File: config.mk
export PLATFORM = sky130hd
export DESIGN_NAME = afu_tx_checker_top
export DESIGN_NICKNAME = d
export VERILOG_FILES = /design/src/common/afu_chk_pkg.sv /design/src/rtl/afu_tx_checker_top.sv /design/src/rtl/tx_traffic_gate.sv /design/src/rtl/tx_hdr_decoder.sv /design/src/protocol_checker/error_log.sv /design/src/protocol_checker/tlp_rule_checker.sv
export SDC_FILE = /design/constraint.sdc
export NUM_CORES = 1
export LEC_CHECK = 0
export ABC_AREA = 1
export ABC_CLOCK_PERIOD_IN_PS = 2200
export BUFFER_PORTS_ARGS = -buffer_cell sky130_fd_sc_hd__buf_2
export CAP_MARGIN = 20
export CORE_MARGIN = 2
export CORE_UTILIZATION = 30
export DETAILED_ROUTE_END_ITERATION = 8
export REMOVE_ABC_BUFFERS = 1
export SKIP_CTS_REPAIR_TIMING = 1
export SYNTH_ARGS = -nofsm -noshare
export SYNTH_HDL_FRONTEND = slang
export SYNTH_SLANG_ARGS = --single-unit
File: constraint.sdc
create_clock -name clk -period 2.2 [get_ports clk]
set_input_delay 0.33 -clock clk [delete_from_list [all_inputs] [get_ports clk]]
set_output_delay 0.33 -clock clk [all_outputs]
set_load 0.005 [all_outputs]
File: src/common/afu_chk_pkg.sv
// Shared widths, limits, fmt-type codes and the flit, header and error structs
package afu_chk_pkg;

   // ##############################
   // Widths
   // ##############################
   localparam int DATA_W = 256;
   localparam int KEEP_W = DATA_W / 8;       // One enable per byte
   localparam int HDR_W  = 128;              // Header overlay on the first beat
   localparam int TAG_W  = 10;
   localparam int LEN_W  = 24;               // Length in bytes

   // ##############################
   // Limits
   // ##############################
   localparam logic [LEN_W-1:0] MAX_PLD_BYTES    = 24'd512;
   localparam logic [LEN_W-1:0] MAX_RD_REQ_BYTES = 24'd1024;
   localparam logic [TAG_W-1:0] MAX_TAGS         = 10'd96;   // Legal tags are 0..95

   // Legal fmt-type codes, anything else is malformed
   localparam logic [7:0] FMT_MRD  = 8'h20;
   localparam logic [7:0] FMT_MWR  = 8'h60;
   localparam logic [7:0] FMT_CPLD = 8'h4A;

   // ##############################
   // Bus and header types
   // ##############################

   // One beat on the TX bus
   typedef struct packed {
      logic [DATA_W-1:0] data;
      logic [KEEP_W-1:0] keep;
      logic              last;   // Final beat of the packet
   } tlp_flit_t;

   // Header as laid over data[HDR_W-1:0] of the SOP beat
   typedef struct packed {
      logic [7:0]       fmt_type;
      logic [LEN_W-1:0] length;
      logic [TAG_W-1:0] tag;
      logic [21:0]      rsvd;
      logic [63:0]      addr;
   } tlp_hdr_t;

   // Decoded header fields used by the rule checks
   typedef struct packed {
      logic             is_rd;
      logic             is_wr;
      logic             is_cpl;
      logic             type_ok;   // fmt_type is one of the legal codes
      logic [LEN_W-1:0] length;
      logic [TAG_W-1:0] tag;
   } hdr_info_t;

   // Per-packet and sticky error bits
   typedef struct packed {
      logic malformed;
      logic max_payload;
      logic max_rd_req;
      logic max_tag;
   } err_vec_t;

endpackage
File: src/rtl/afu_tx_checker_top.sv
// Top level of the AFU TX protocol checker: decoder, rule checker, error log, gate
`timescale 1ns/10ps

module afu_tx_checker_top
   import afu_chk_pkg::*;
(
   input  logic      clk,
   input  logic      rst_n,

   // From the AFU
   input  logic      i_afu_tx_valid,
   input  tlp_flit_t i_afu_tx,
   output logic      o_afu_tx_ready,

   // To the host
   output logic      o_host_tx_valid,
   output tlp_flit_t o_host_tx,
   input  logic      i_host_tx_ready,

   // Error status
   input  logic      i_clear_errors,
   output err_vec_t  o_error_vector,
   output tlp_hdr_t  o_error_hdr,
   output logic      o_blocking
);

   logic      s1_valid;
   logic      s1_sop;
   tlp_flit_t s1_flit;
   hdr_info_t s1_hdr;
   err_vec_t  s1_err;

   // Both stages share the host ready as enable
   assign o_afu_tx_ready = i_host_tx_ready;

   // ##############################
   // Input side
   // ##############################
   tx_hdr_decoder u_decoder (
      .clk     (clk),
      .rst_n   (rst_n),
      .i_valid (i_afu_tx_valid),
      .i_flit  (i_afu_tx),
      .i_ready (i_host_tx_ready),
      .o_valid (s1_valid),
      .o_sop   (s1_sop),
      .o_flit  (s1_flit),
      .o_hdr   (s1_hdr)
   );

   // ##############################
   // Checks and error log
   // ##############################
   tlp_rule_checker u_checker (
      .i_hdr (s1_hdr),
      .o_err (s1_err)
   );

   error_log u_error_log (
      .clk            (clk),
      .rst_n          (rst_n),
      .i_en           (i_host_tx_ready),
      .i_sop_valid    (s1_valid & s1_sop),
      .i_err          (s1_err),
      .i_hdr_raw      (s1_flit.data[HDR_W-1:0]),
      .i_clear_errors (i_clear_errors),
      .o_error_vector (o_error_vector),
      .o_error_hdr    (o_error_hdr),
      .o_blocking     (o_blocking)
   );

   // Output side
   tx_traffic_gate u_gate (
      .clk        (clk),
      .rst_n      (rst_n),
      .i_valid    (s1_valid),
      .i_flit     (s1_flit),
      .i_ready    (i_host_tx_ready),
      .i_blocking (o_blocking),
      .o_valid    (o_host_tx_valid),
      .o_flit     (o_host_tx)
   );

endmodule

File: src/rtl/tx_traffic_gate.sv
// Stage-2 output register that drops beats while traffic is blocked
`timescale 1ns/10ps

module tx_traffic_gate
   import afu_chk_pkg::*;
(
   input  logic      clk,
   input  logic      rst_n,

   input  logic      i_valid,
   input  tlp_flit_t i_flit,
   input  logic      i_ready,      // Host ready, shared enable
   input  logic      i_blocking,

   output logic      o_valid,
   output tlp_flit_t o_flit
);

   logic pass;   // Beat entering stage 2 goes to the host

   assign pass = i_valid & ~i_blocking;

   // ##############################
   // Stage 2 control
   // ##############################
   always_ff @(posedge clk) begin
      if (!rst_n) begin
         o_valid <= 1'b0;
      end else if (i_ready) begin
         o_valid <= pass;   // A dropped beat stays dropped
      end
   end

   // Stage 2 payload
   always_ff @(posedge clk) begin
      if (i_ready) begin
         o_flit <= i_flit;
      end
   end

endmodule

File: src/rtl/tx_hdr_decoder.sv
// TX header decoder with SOP/EOP tracking and the stage-1 pipeline register
`timescale 1ns/10ps

module tx_hdr_decoder
   import afu_chk_pkg::*;
(
   input  logic      clk,
   input  logic      rst_n,

   input  logic      i_valid,
   input  tlp_flit_t i_flit,
   input  logic      i_ready,    // Shared pipeline enable

   output logic      o_valid,
   output logic      o_sop,
   output tlp_flit_t o_flit,
   output hdr_info_t o_hdr
);

   logic      xfer;          // Beat accepted this cycle
   logic      sop_now;
   logic      trans_in_prog; // Between SOP and EOP
   tlp_hdr_t  raw_hdr;
   hdr_info_t dec_hdr;

   assign xfer    = i_valid & i_ready;
   assign sop_now = i_valid & ~trans_in_prog;

   // ##############################
   // Packet boundary tracking
   // ##############################
   always_ff @(posedge clk) begin
      if (!rst_n) begin
         trans_in_prog <= 1'b0;   // First beat after reset is an SOP
      end else if (xfer) begin
         trans_in_prog <= ~i_flit.last;
      end
   end

   // ##############################
   // Header decode
   // ##############################
   assign raw_hdr = i_flit.data[HDR_W-1:0];

   always_comb begin
      dec_hdr         = '0;
      dec_hdr.is_rd   = (raw_hdr.fmt_type == FMT_MRD);
      dec_hdr.is_wr   = (raw_hdr.fmt_type == FMT_MWR);
      dec_hdr.is_cpl  = (raw_hdr.fmt_type == FMT_CPLD);
      dec_hdr.type_ok = dec_hdr.is_rd | dec_hdr.is_wr | dec_hdr.is_cpl;
      dec_hdr.length  = raw_hdr.length;
      dec_hdr.tag     = raw_hdr.tag;
   end

   // Stage 1 control
   always_ff @(posedge clk) begin
      if (!rst_n) begin
         o_valid <= 1'b0;
         o_sop   <= 1'b0;
      end else if (i_ready) begin
         o_valid <= i_valid;
         o_sop   <= sop_now;   // Only high together with valid
      end
   end

   // Stage 1 payload, held while stalled
   always_ff @(posedge clk) begin
      if (i_ready) begin
         o_flit <= i_flit;
         o_hdr  <= dec_hdr;    // Meaningful only on SOP beats
      end
   end

endmodule

File: src/protocol_checker/error_log.sv
// Sticky error vector, first-error header capture and the traffic blocking flag
`timescale 1ns/10ps

module error_log
   import afu_chk_pkg::*;
(
   input  logic     clk,
   input  logic     rst_n,

   input  logic     i_en,            // Pipeline advances this cycle
   input  logic     i_sop_valid,     // Stage 1 holds a valid SOP
   input  err_vec_t i_err,
   input  tlp_hdr_t i_hdr_raw,
   input  logic     i_clear_errors,

   output err_vec_t o_error_vector,
   output tlp_hdr_t o_error_hdr,
   output logic     o_blocking
);

   err_vec_t new_err;     // Errors of the SOP leaving stage 1
   logic     new_hit;
   logic     frozen;      // Some sticky bit already set

   // Checker result only counts for an SOP that moves on this edge
   assign new_err = (i_en & i_sop_valid) ? i_err : '0;
   assign new_hit = |new_err;
   assign frozen  = |o_error_vector;

   // Includes a hit now so the gate drops the SOP on its own load edge
   assign o_blocking = frozen | new_hit;

   // ##############################
   // Sticky vector
   // ##############################
   always_ff @(posedge clk) begin
      if (!rst_n) begin
         o_error_vector <= '0;
      end else if (i_clear_errors) begin
         o_error_vector <= new_err;            // Fresh error still logs
      end else begin
         o_error_vector <= o_error_vector | new_err;
      end
   end

   // ##############################
   // Header of the first error
   // ##############################
   always_ff @(posedge clk) begin
      if (!rst_n) begin
         o_error_hdr <= '0;
      end else if (new_hit && !frozen) begin
         o_error_hdr <= i_hdr_raw;   // Kept across a clear
      end
   end

endmodule

File: src/protocol_checker/tlp_rule_checker.sv
// Combinational header rule checks producing the per-packet error vector
`timescale 1ns/10ps

module tlp_rule_checker
   import afu_chk_pkg::*;
(
   input  hdr_info_t i_hdr,
   output err_vec_t  o_err
);

   logic len_zero;
   logic pld_over;
   logic rd_over;
   logic tag_over;

   // ##############################
   // Limit compares
   // ##############################
   assign len_zero = (i_hdr.length == '0);
   assign pld_over = (i_hdr.length > MAX_PLD_BYTES);
   assign rd_over  = (i_hdr.length > MAX_RD_REQ_BYTES);
   assign tag_over = (i_hdr.tag >= MAX_TAGS);

   // ##############################
   // Rules
   // ##############################
   always_comb begin
      o_err = '0;

      // Unknown fmt-type or empty packet
      o_err.malformed   = ~i_hdr.type_ok | len_zero;

      // Write payload above the max
      o_err.max_payload = i_hdr.is_wr & pld_over;

      // Read request above the max
      o_err.max_rd_req  = i_hdr.is_rd & rd_over;

      // Only reads consume a tag
      o_err.max_tag     = i_hdr.is_rd & tag_over;
   end

endmodule

==> results of run 1 <==
## sequential cells by signal (all words and copies together) (netlist names)
name and cells:
u_error_log.o_error_vector 4, u_decoder.o_valid 1, u_decoder.o_hdr 35, u_gate.o_valid 1
u_decoder.o_sop 1, u_decoder.o_flit 257, u_decoder.trans_in_prog 1, u_gate.o_flit 289
u_error_log.o_error_hdr 128
## path summary, 6_finish.rpt
path / from / end / slack (ps)
worst max register to register: u_decoder.o_hdr[31] / u_error_log.o_error_hdr[63] / 130
worst min register to register: u_decoder.o_flit[179] / u_gate.o_flit[179] / 400
worst min-delay path: i_afu_tx[63] / u_decoder.o_flit[63] / 60
worst max-delay path: u_decoder.o_hdr[31] / o_blocking / -380
## worst max-delay path: stages, from the launching register on
cell and delay (ps):
edfxtp_1 450, nor2_2 190, nand2_2 90, nor2_4 140
nand3_1 100, nand3_2 110, nand2_2 70, nor2_4 180
buf_6 130, nand2_2 40, buf_6 130
## report_power, final
| group | switching, mW | internal [mW] | total (mW) |
|---|---|---|---|
| sequential | 0.347 | 15.7 | 16.0 |
| clock | 5.48 | 7.26 | 12.7 |
| combinational | 0.973 | 0.981 | 1.95 |
## final cells by class
type,instances,area (um2)
Clock inverter,33,357.8
Inverter,140,525.5
Clock buffer,108,2146
Tap cell,1050,1314
Antenna cell,3,7.507
Timing Repair Buffer,1080,7307
Sequential cell,717,20170
Multi-Input combinational cell,589,2790
Fill cell,7033,44250
## cells by family after synthesis
| logic type | count (synthesis) | share of synthesized area [%] |
|---|---|---|
| AO/OA/AOI/OAI | 12 | 0.2988 |
| buffers and inverters | 197 | 4.073 |
| AND/OR/NAND/NOR | 577 | 11.12 |
| flip-flops | 717 | 84.51 |
## cells in the mapped netlist
master and count:
edfxtp_1 581, nor2_1 176, nand2_1 148, inv_1 138
nand3_1 137, dfxtp_1 136, nor2_2 103, clkbuf_1 22
buf_2 19, buf_12 11, a21oi_1 8, nand2_2 4
buf_6 3, nor3_1 3, buf_4 2, inv_2 2
nand4_1 2, nor2_4 2, a21oi_2 1, a2bb2oi_1 1
a311oi_1 1, nor2_8 1, nor4_2 1, o21ai_0 1
## layer usage
metal  up-vias  global-route usage, %  part of all wire (%)
li1       7372                      -                     -
met1      7764                  17.31                    37
met2       595                  26.36                    52
met3       134                  4.274                   7.3
met4         2                  5.118                   2.8
met5         -                      0                 0.016
==> qor.log, run 1 <==
qor: cells_and_area.final_cell_count_no_fill 3720
qor: timing.final-setup-viol-count 1
qor: cells_and_area.stdcell_area 34620 um2
qor: logic_synthesis.syn-instance-count 1503
qor: timing.worstMarginPinSlew 1068 ps
qor: status.run_status finished with violations
qor: floorplanning.floorplan.core_area 78870 um2
qor: cells_and_area.mostFrequentLayoutCell buf_2
qor: route.first_pass_iters 5
qor: floorplanning.die_h 286.1 um
qor: route.dr_iter_0_viols 947
qor: timing.maxSlewViolCount 0
qor: cells_and_area.final_net_count 2899
qor: clocking.clkTransAtPathRegs 60 ps
qor: global_route.first_pass_grt_wire_length 92490 um
qor: global_route.via_count_of_the_first_global_routing_pass 14.91k
qor: floorplanning.dieArea 81830 um2
qor: floorplanning.chipWidth 286.1 um
qor: logic_synthesis.syn_area 23870 um2
qor: floorplanning.rows 103
qor: timing.hold_violations 0
qor: cells_and_area.share_of_final_layout_standard_cells_stronger_than_drive_strength_1 38.47%
qor: place.port_buffers 717
qor: global_route.grt_antenna_before_repair 7
qor: timing.maxClockFrequency 0.3871 GHz
qor: timing.fin_worst_hold_slack 56.89 ps
qor: worst_setup_path.worst_ep_arrival_time 2250 ps
qor: logic_synthesis.synth_cell_types 24
qor: status.violations setup timing
qor: worst_setup_path.worst-setup-path-type reg -> out
qor: route.wire_per_inst 18.15 um
qor: clocking.clockRootBuffer clkbuf_16
qor: global_route.grt_usage 14.93%
qor: timing.clock-skew-final 46.99 ps
qor: job.cap_viol_max_count 0
qor: logic_synthesis.synth_largest_type_area_fraction 73.10%
qor: power_and_ir_drop.p_leak 14.53 nW
qor: cells_and_area.layout-area-overhead-vs-synth 45.04%
qor: worst_setup_path.worst_ep_required_time 1870 ps
qor: place.gp_routability_congestion 0.8832
qor: min_path.hold_path_depth 1
qor: clocking.tritoncts.num_buffers 77
qor: route.routed-via-count 15.87k
qor: timing.slew-limit-headroom 28.83%
qor: place.dp.cells 3280
qor: global_route.grt_start_max_net_pins 150
qor: min_path.hold_path_class in -> reg
qor: route.post-route-drc-count 0
qor: worst_setup_path.path_max_fanout 4
qor: timing.grt_setup_unrepaired yes
qor: route.vias_per_cell 4.265
qor: clocking.cts_tree yes
qor: cells_and_area.commonest_cells_after_routing_fill_and_taps_aside buf_2, edfxtp_1, dlygate4sd3_1, nor2_1, nand2_1
qor: route.antenna_viol_nets_final 0
qor: place.postPlaceCellArea 29030 um2
qor: clocking.clk_path_buf_depth 3
qor: worst_setup_path.reg2reg_depth 12
qor: logic_synthesis.ys_ff_latch 717
qor: cells_and_area.final_core_util 43.89%
qor: clocking.cts.sink_count 717
qor: global_route.grt_overflow 0
qor: worst_setup_path.setup.worst_path.start_class flop
qor: logic_synthesis.ys_seq_area_share 84.51%
qor: timing.final_min_period_over_clock_period 117.4%
qor: floorplanning.top_level_ports 718
qor: timing.post-route-min-period 2583 ps
qor: worst_setup_path.timing.critical_path.to_type output port
qor: logic_synthesis.syn_area_per_cell 15.88 um2
qor: route.wirelength 67510 um
qor: place.dpl.hpwl 45840 um
qor: power_and_ir_drop.power.density_cell_area 887.4 nW/um2
qor: logic_synthesis.synth.area.top_cells edfxtp_1, dfxtp_1, nand3_1
qor: timing.layout_setup_ws -383.2 ps
qor: timing.tns -383.2 ps
qor: floorplanning.initial_utilization 30.26%
qor: power_and_ir_drop.report.power.total 30.72 mW
qor: clocking.clock_latency 640 ps
qor: power_and_ir_drop.vdd.ir_drop.worst 0.0007491 V
qor: place.post-place-ws 26.58 ps
qor: logic_synthesis.synth-warning-count 0
qor: logic_synthesis.synthDominantAreaCellType edfxtp_1
qor: clocking.clock_tree.htree_level_count 3
Note: power is estimated with default switching activity, not from simulation.
==> run 2, diff against run 1 <==
- CAP_MARGIN: 20 -> unset
- CORE_ASPECT_RATIO: unset -> 0.75
==> run 2 against run 1 <==
Compared with the run above:
- the flow still finishes with violations (setup timing)
- final cell count decreased by 0.56%
- clock-buffer cell count decreased by 14
- register-to-register slack got worse by 230 ps
- design area decreased by 0.17%
- wire length decreased by 3.2%
- combinational power about the same
- sequential share of layout area increased by 0.10 points
- first-iteration DRC count increased by 4.8%
- global-route usage decreased by 0.88 points
- hold slack improved by 19 ps
- clock power decreased by 6%
- non-clock buffer count decreased by 5
- critical path type unchanged
- critical endpoint unchanged
- largest power group unchanged
==> qor.log, run 2 (synthesis results as in run 1) <==
qor: status.run_status finished with violations
qor: status.violations setup timing
qor: job.cap_viol_max_count 0
qor: global_route.grt_antenna_before_repair 5
qor: clocking.clk_path_buf_depth 3
qor: timing.grt_setup_unrepaired yes
qor: cells_and_area.layout_top_registers u_gate.o_flit x289, u_decoder.o_flit x257, u_error_log.o_error_hdr x128
qor: worst_setup_path.path_max_fanout 4
qor: min_path.hold_path_startpoint i_afu_tx[122]
qor: global_route.grt_start_max_net_pins 129
qor: worst_setup_path.timing.critical_path.to_type output port
qor: route.vias_per_cell 4.250
qor: timing.layout_setup_ws -341.6 ps
qor: clocking.cts_tree yes
qor: worst_setup_path.timing.rr.start u_decoder.o_hdr[7]
qor: route.wire_per_inst 17.67 um
qor: timing.hold_violations 0
qor: floorplanning.chipWidth 329.7 um
qor: power_and_ir_drop.p_leak 14.49 nW
qor: global_route.via_count_of_the_first_global_routing_pass 14.31k
qor: route.antenna_viol_nets_final 0
qor: timing.maxClockFrequency 0.3935 GHz
qor: cells_and_area.commonest_cells_after_routing_fill_and_taps_aside buf_2, edfxtp_1, dlygate4sd3_1, nor2_1, nand2_1
qor: floorplanning.die_h 248.3 um
qor: floorplanning.floorplan.core_area 78730 um2
qor: worst_setup_path.worst_path_dominant_cell_family simple AND/OR/NAND/NOR gates
qor: route.first_pass_iters 5
qor: cells_and_area.multi_input_area 2821 um2
qor: global_route.first_pass_grt_wire_length 86440 um
qor: timing.worstMarginPinSlew 855.6 ps
qor: timing.final-setup-viol-count 68
qor: floorplanning.rows 89
qor: cells_and_area.fillers 6986
qor: power_and_ir_drop.vdd.ir_drop.worst 0.0006489 V
qor: power_and_ir_drop.report.power.total 29.93 mW
qor: worst_setup_path.worst_ep_required_time 1870 ps
qor: place.dpl.hpwl 44330 um
qor: route.post-route-drc-count 0
qor: cells_and_area.final_core_util 43.89%
qor: worst_setup_path.worst-setup-path-type reg -> out
qor: timing.final_min_period_over_clock_period 115.5%
qor: worst_setup_path.critical_path.reg2reg.endpoint u_error_log.o_error_hdr[58]
qor: cells_and_area.largest_register_ffs 289
qor: floorplanning.top_level_ports 718
qor: timing.slew-limit-headroom 42.96%
qor: worst_setup_path.worst_path_max_delay_cell edfxtp_1
qor: worst_setup_path.cpPeakStageDelay 460 ps
qor: worst_setup_path.reg2reg_depth 10
qor: clocking.cts.sink_count 717
qor: global_route.grt_usage 14.05%
qor: clocking.clockRootBuffer clkbuf_16
qor: clocking.clock_latency 610 ps
qor: timing.post-route-min-period 2542 ps
qor: clocking.clkTransAtPathRegs 70 ps
qor: worst_setup_path.reg2reg_slack -100 ps
qor: min_path.hold_path_class in -> reg
qor: place.port_buffers 717
qor: worst_setup_path.critPathBufInv 2
qor: floorplanning.initial_utilization 30.31%
qor: worst_setup_path.critical_path.cell_chain nor2_2 > nand2_1 > nor2_4 > nand3_2 > nand3_2 > nand2_4 > nor2_4 > buf_6 > nand2_2 > buf_6
qor: timing.clock-skew-final 26.46 ps
qor: cells_and_area.layout-area-overhead-vs-synth 44.79%
qor: power_and_ir_drop.power.density_cell_area 866.2 nW/um2
qor: clocking.clock_tree.htree_level_count 3
qor: global_route.grt_overflow 0
qor: cells_and_area.share_of_final_layout_standard_cells_stronger_than_drive_strength_1 38.50%
qor: cells_and_area.mostFrequentLayoutCell buf_2
qor: min_path.hold-path-endpoint u_decoder.o_hdr[3]
qor: worst_setup_path.worst_ep_arrival_time 2210 ps
qor: timing.maxSlewViolCount 0
qor: route.routed-via-count 15.72k
qor: place.gp_routability_congestion 0.8491
qor: min_path.hold_path_depth 1
qor: route.dr_iter_0_viols 992
qor: clocking.tritoncts.num_buffers 71
qor: cells_and_area.final_net_count 2888
qor: cells_and_area.largest_register u_gate.o_flit
qor: cells_and_area.regArea 20170 um2
qor: floorplanning.dieArea 81850 um2
qor: route.wirelength 65360 um
qor: worst_setup_path.setup.worst_path.start_class flop
-- run 2: cell types whose count changed in the layout (fill, tap and decap cells not counted), sizes merged, moves of 2 or more --
cell      change
clkinvlp      -2
buf           -8
inv           +3
bufinv        +2
clkbuf       -10
diode         -2
-- run 2: worst register-to-register path, delay by kind of cell (launching register included) --
family	cells	cell delay, ps
AO/OA/AOI/OAI	2	480
buffers and inverters	2	260
flip-flops	1	430
AND/OR/NAND/NOR	6	1060
-- run 2: routing by layer --
layer | GRT usage, % | vias to the layer above | wire length [um]
li1 | - | 7348 | -
met1 | 16.24 | 7729 | 25250
met2 | 24.73 | 508 | 34200
met3 | 4.204 | 130 | 4099
met4 | 5.000 | 6 | 1773
met5 | 0 | - | 34
-- run 2: area by class of cell --
cell class	count	share of cell area, %
diodes	1	0.007241
clock buffers	94	5.601
clock inverters	37	1.054
inverters	140	1.521
multi-input cells	589	8.165
flip-flops and latches	717	58.37
well taps	1046	3.787
repair buffers	1075	21.50
-- run 2: report_power, final --
part / total, mW / switching, mW / internal (mW)
Sequential: 16.0 / 0.330 / 15.7
Combinational: 1.96 / 0.973 / 0.982
Clock: 12.0 / 5.13 / 6.86
-- run 2: worst max-delay path by stage --
stage,startpoint,endpoint,depth (start not counted)
final,u_decoder.o_hdr[26],o_blocking,10
after global routing,u_decoder.o_hdr[19],o_blocking,10
after CTS,u_decoder.o_hdr[22],o_blocking,10
after detailed placement,u_decoder.o_hdr[22],u_error_log.o_error_hdr[58],13
after global placement,u_decoder.o_hdr[22],u_error_log.o_error_hdr[46],13
after floorplan,u_error_log.o_error_vector[2],u_error_log.o_error_hdr[119],5
-- run 2: stage by stage --
| step | hold WS (ps) | cell area, um2 | worst slack (ps) | setup TNS [ps] | instances |
|---|---|---|---|---|---|
| global placement | 400.1 | 28840 | 23.00 | 0 | 3256 |
| detailed placement | 404.5 | 28840 | -75.05 | -361.8 | 3256 |
| CTS | -166.5 | 31140 | -683.7 | -1622 | 3387 |
| finish | 76.00 | 34560 | -341.6 | -3164 | 3699 |
| floorplan | 400.3 | 23420 | -6180 | -790370 | 1446 |
| global route | 42.41 | 34560 | -482.6 | -14430 | 3699 |
==> run 3, diff against run 2 <==
--- a/config.mk
+++ b/config.mk
@@ -14,6 +14,6 @@
 export DETAILED_ROUTE_END_ITERATION = 8
 export REMOVE_ABC_BUFFERS = 1
-export SKIP_CTS_REPAIR_TIMING = 1
 export SYNTH_ARGS = -nofsm -noshare
 export SYNTH_HDL_FRONTEND = slang
+export SYNTH_HIERARCHICAL = 1
 export SYNTH_SLANG_ARGS = --single-unit
==> constraint.sdc (replaced) <==
create_clock -name clk -period 2.2 [get_ports clk]
set_input_delay 0.44 -clock clk [delete_from_list [all_inputs] [get_ports clk]]
set_output_delay 0.44 -clock clk [all_outputs]
set_load 0.005 [all_outputs]
==> run 3 against run 2 <==
Compared with the run above:
- the run still ends with setup timing left
- global-route usage up 0.74 points
- clock skew shrank 4.1 ps
- utilization increased by 0.50 points
- fmax down 4.8%
- hold slack worse by 23 ps
- via count increased by 4.3%
- critical path depth shrank 1
- register-to-register slack got worse by 160 ps
- clock power is essentially flat
- non-clock buffer count is 43 higher
- final cell count increased by 4.4%
- sequential cell count unchanged
- critical path type unchanged
- largest cell class unchanged
- highest routed layer is now met4
==> qor.log, run 3 <==
qor: power_and_ir_drop.p_leak 15.18 nW
qor: global_route.grt_overflow 0
qor: clocking.cts_tree yes
qor: timing.layout_setup_ws -468.9 ps
qor: timing.maxClockFrequency 0.3747 GHz
qor: cells_and_area.final_cell_count_no_fill 3860
qor: clocking.cts.sink_count 717
qor: floorplanning.top_level_ports 718
qor: floorplanning.chipWidth 342.1 um
qor: route.first_pass_iters 5
qor: floorplanning.die_h 257.6 um
qor: route.post-route-drc-count 0
qor: global_route.via_count_of_the_first_global_routing_pass 16.88k
qor: timing.maxSlewViolCount 0
qor: timing.fin_worst_hold_slack 52.52 ps
qor: place.gp_routability_congestion 0.8460
qor: timing.hold_violations 0
qor: worst_setup_path.worst_ep_arrival_time 2230 ps
qor: global_route.grt_usage 14.79%
qor: worst_setup_path.path_max_fanout 2
qor: job.cap_viol_max_count 0
qor: clocking.clock_tree.htree_level_count 3
qor: cells_and_area.final_net_count 2969
qor: route.vias_per_cell 4.246
qor: clocking.tritoncts.num_buffers 74
qor: global_route.grt_antenna_before_repair 2
qor: status.violations setup timing
qor: floorplanning.dieArea 88120 um2
qor: logic_synthesis.syn-instance-count 1580
qor: logic_synthesis.synth-warning-count 6
qor: worst_setup_path.worst_ep_required_time 1760 ps
qor: timing.clock-skew-final 22.35 ps
qor: global_route.first_pass_grt_wire_length 100100 um
qor: global_route.met1_track_demand_over_resource 17.83%
qor: status.run_status finished with violations
qor: global_route.grt.met3_usage 4.064%
qor: worst_setup_path.worst-setup-path-type reg -> out
qor: timing.final_min_period_over_clock_period 121.3%
qor: timing.grt_setup_unrepaired yes
qor: cells_and_area.layout-area-overhead-vs-synth 45.82%
qor: floorplanning.floorplan.core_area 84490 um2
qor: logic_synthesis.syn_area_per_cell 16.28 um2
qor: place.port_buffers 717
qor: timing.post-route-min-period 2669 ps
qor: global_route.global_route.peak_usage_layer met2
qor: timing.worstMarginPinSlew 614.1 ps
qor: cells_and_area.final_core_util 44.39%
qor: logic_synthesis.syn_area 25720 um2
qor: timing.final-setup-viol-count 122
qor: place.dp.cells 3407
qor: floorplanning.initial_utilization 30.44%
qor: route.dr_iter_0_viols 974
qor: timing.tns -10770 ps
qor: clocking.clockRootBuffer clkbuf_16
qor: min_path.hold_path_class in -> reg
qor: worst_setup_path.setup.worst_path.start_class flop
qor: cells_and_area.share_of_final_layout_standard_cells_stronger_than_drive_strength_1 51.30%
qor: cells_and_area.commonest_cells_after_routing_fill_and_taps_aside buf_2, edfxtp_1, dlygate4sd3_1, inv_1, dfxtp_1
qor: worst_setup_path.timing.critical_path.to_type output port
qor: route.wire_per_inst 18.04 um
qor: global_route.grt_start_max_net_pins 106
qor: power_and_ir_drop.report.power.total 30.38 mW
qor: global_route.grtUsageMet2 25.57%
qor: cells_and_area.mostFrequentLayoutCell buf_2
qor: place.dpl.hpwl 45810 um
qor: route.wirelength 69630 um
qor: clocking.clk_path_buf_depth 3
qor: clocking.clock_latency 610 ps
qor: power_and_ir_drop.power.density_cell_area 810.0 nW/um2
qor: timing.slew-limit-headroom 59.06%
qor: route.routed-via-count 16.39k
qor: clocking.clkTransAtPathRegs 60 ps
qor: cells_and_area.layout_top_registers u_decoder/o_flit x289, u_gate/o_flit x289, u_error_log/o_error_hdr x128
qor: power_and_ir_drop.vdd.ir_drop.worst 0.0004611 V
qor: route.antenna_viol_nets_final 0
qor: floorplanning.rows 92
run 3: power breakdown:
group / total (mW) / switching, mW / internal, mW
Clock: 12.3 / 5.26 / 7.00
Combinational: 2.14 / 1.08 / 1.06
Sequential: 16.0 / 0.335 / 15.6
run 3: routing by layer:
| layer | vias up | routed length (um) | part of all wire (%) |
|---|---|---|---|
| li1 | 7666 | - | - |
| met1 | 8106 | 27330 | 39 |
| met2 | 504 | 35680 | 51 |
| met3 | 115 | 4754 | 6.8 |
| met4 | 0 | 1873 | 2.7 |
| met5 | - | 0 | 0 |
run 3: per-stage QoR:
stage	worst slack, ps	cell area [um2]
after CTS	-497.9	36380
after global placement	-167.3	30470
after global routing	-598.3	37500
final	-468.9	37510
after floorplan	-1250	24670
after detailed placement	-98.48	30470
run 3: final timing paths:
check / from / end / slack, ps / cells after the start
min reg2reg: u_decoder/o_flit[192] / u_gate/o_flit[192] / 410 / 0
max: u_decoder/o_flit[130] / o_blocking / -470 / 9
max reg2reg: u_decoder/o_flit[130] / u_error_log/o_error_hdr[1] / -260 / 14
min: i_afu_tx[0] / u_decoder/o_flit[0] / 50 / 1
run 3: timing repair:
item | CTS | global route
pin swaps | 12 | 11
endpoints found under the setup margin | 101 | 129
hold endpoints to repair | 279 | 1
hold buffers | 279 | 1
resized for setup | 87 | 136
cloned | 10 | 13
buffers inserted | 13 | 4
run 3: worst max-delay path, stage by stage (launching register included):
cell and delay [ps]:
edfxtp_1 390, or2_1 280, nor2_4 140, nand3_4 100, nor2_2 140, nor2_2 70, o21ai_4 140, buf_6 120
nand3_4 80, buf_6 140
run 3: final cells by class:
| cell class | count | area (um2) |
|---|---|---|
| diodes | 1 | 2.502 |
| clock buffers | 105 | 2081 |
| clock inverters | 27 | 261.5 |
| fillers | 7479 | 46990 |
| inverters | 161 | 604.3 |
| multi-input cells | 603 | 4838 |
| flip-flops and latches | 717 | 20170 |
| well taps | 1128 | 1411 |
| repair buffers | 1118 | 8138 |
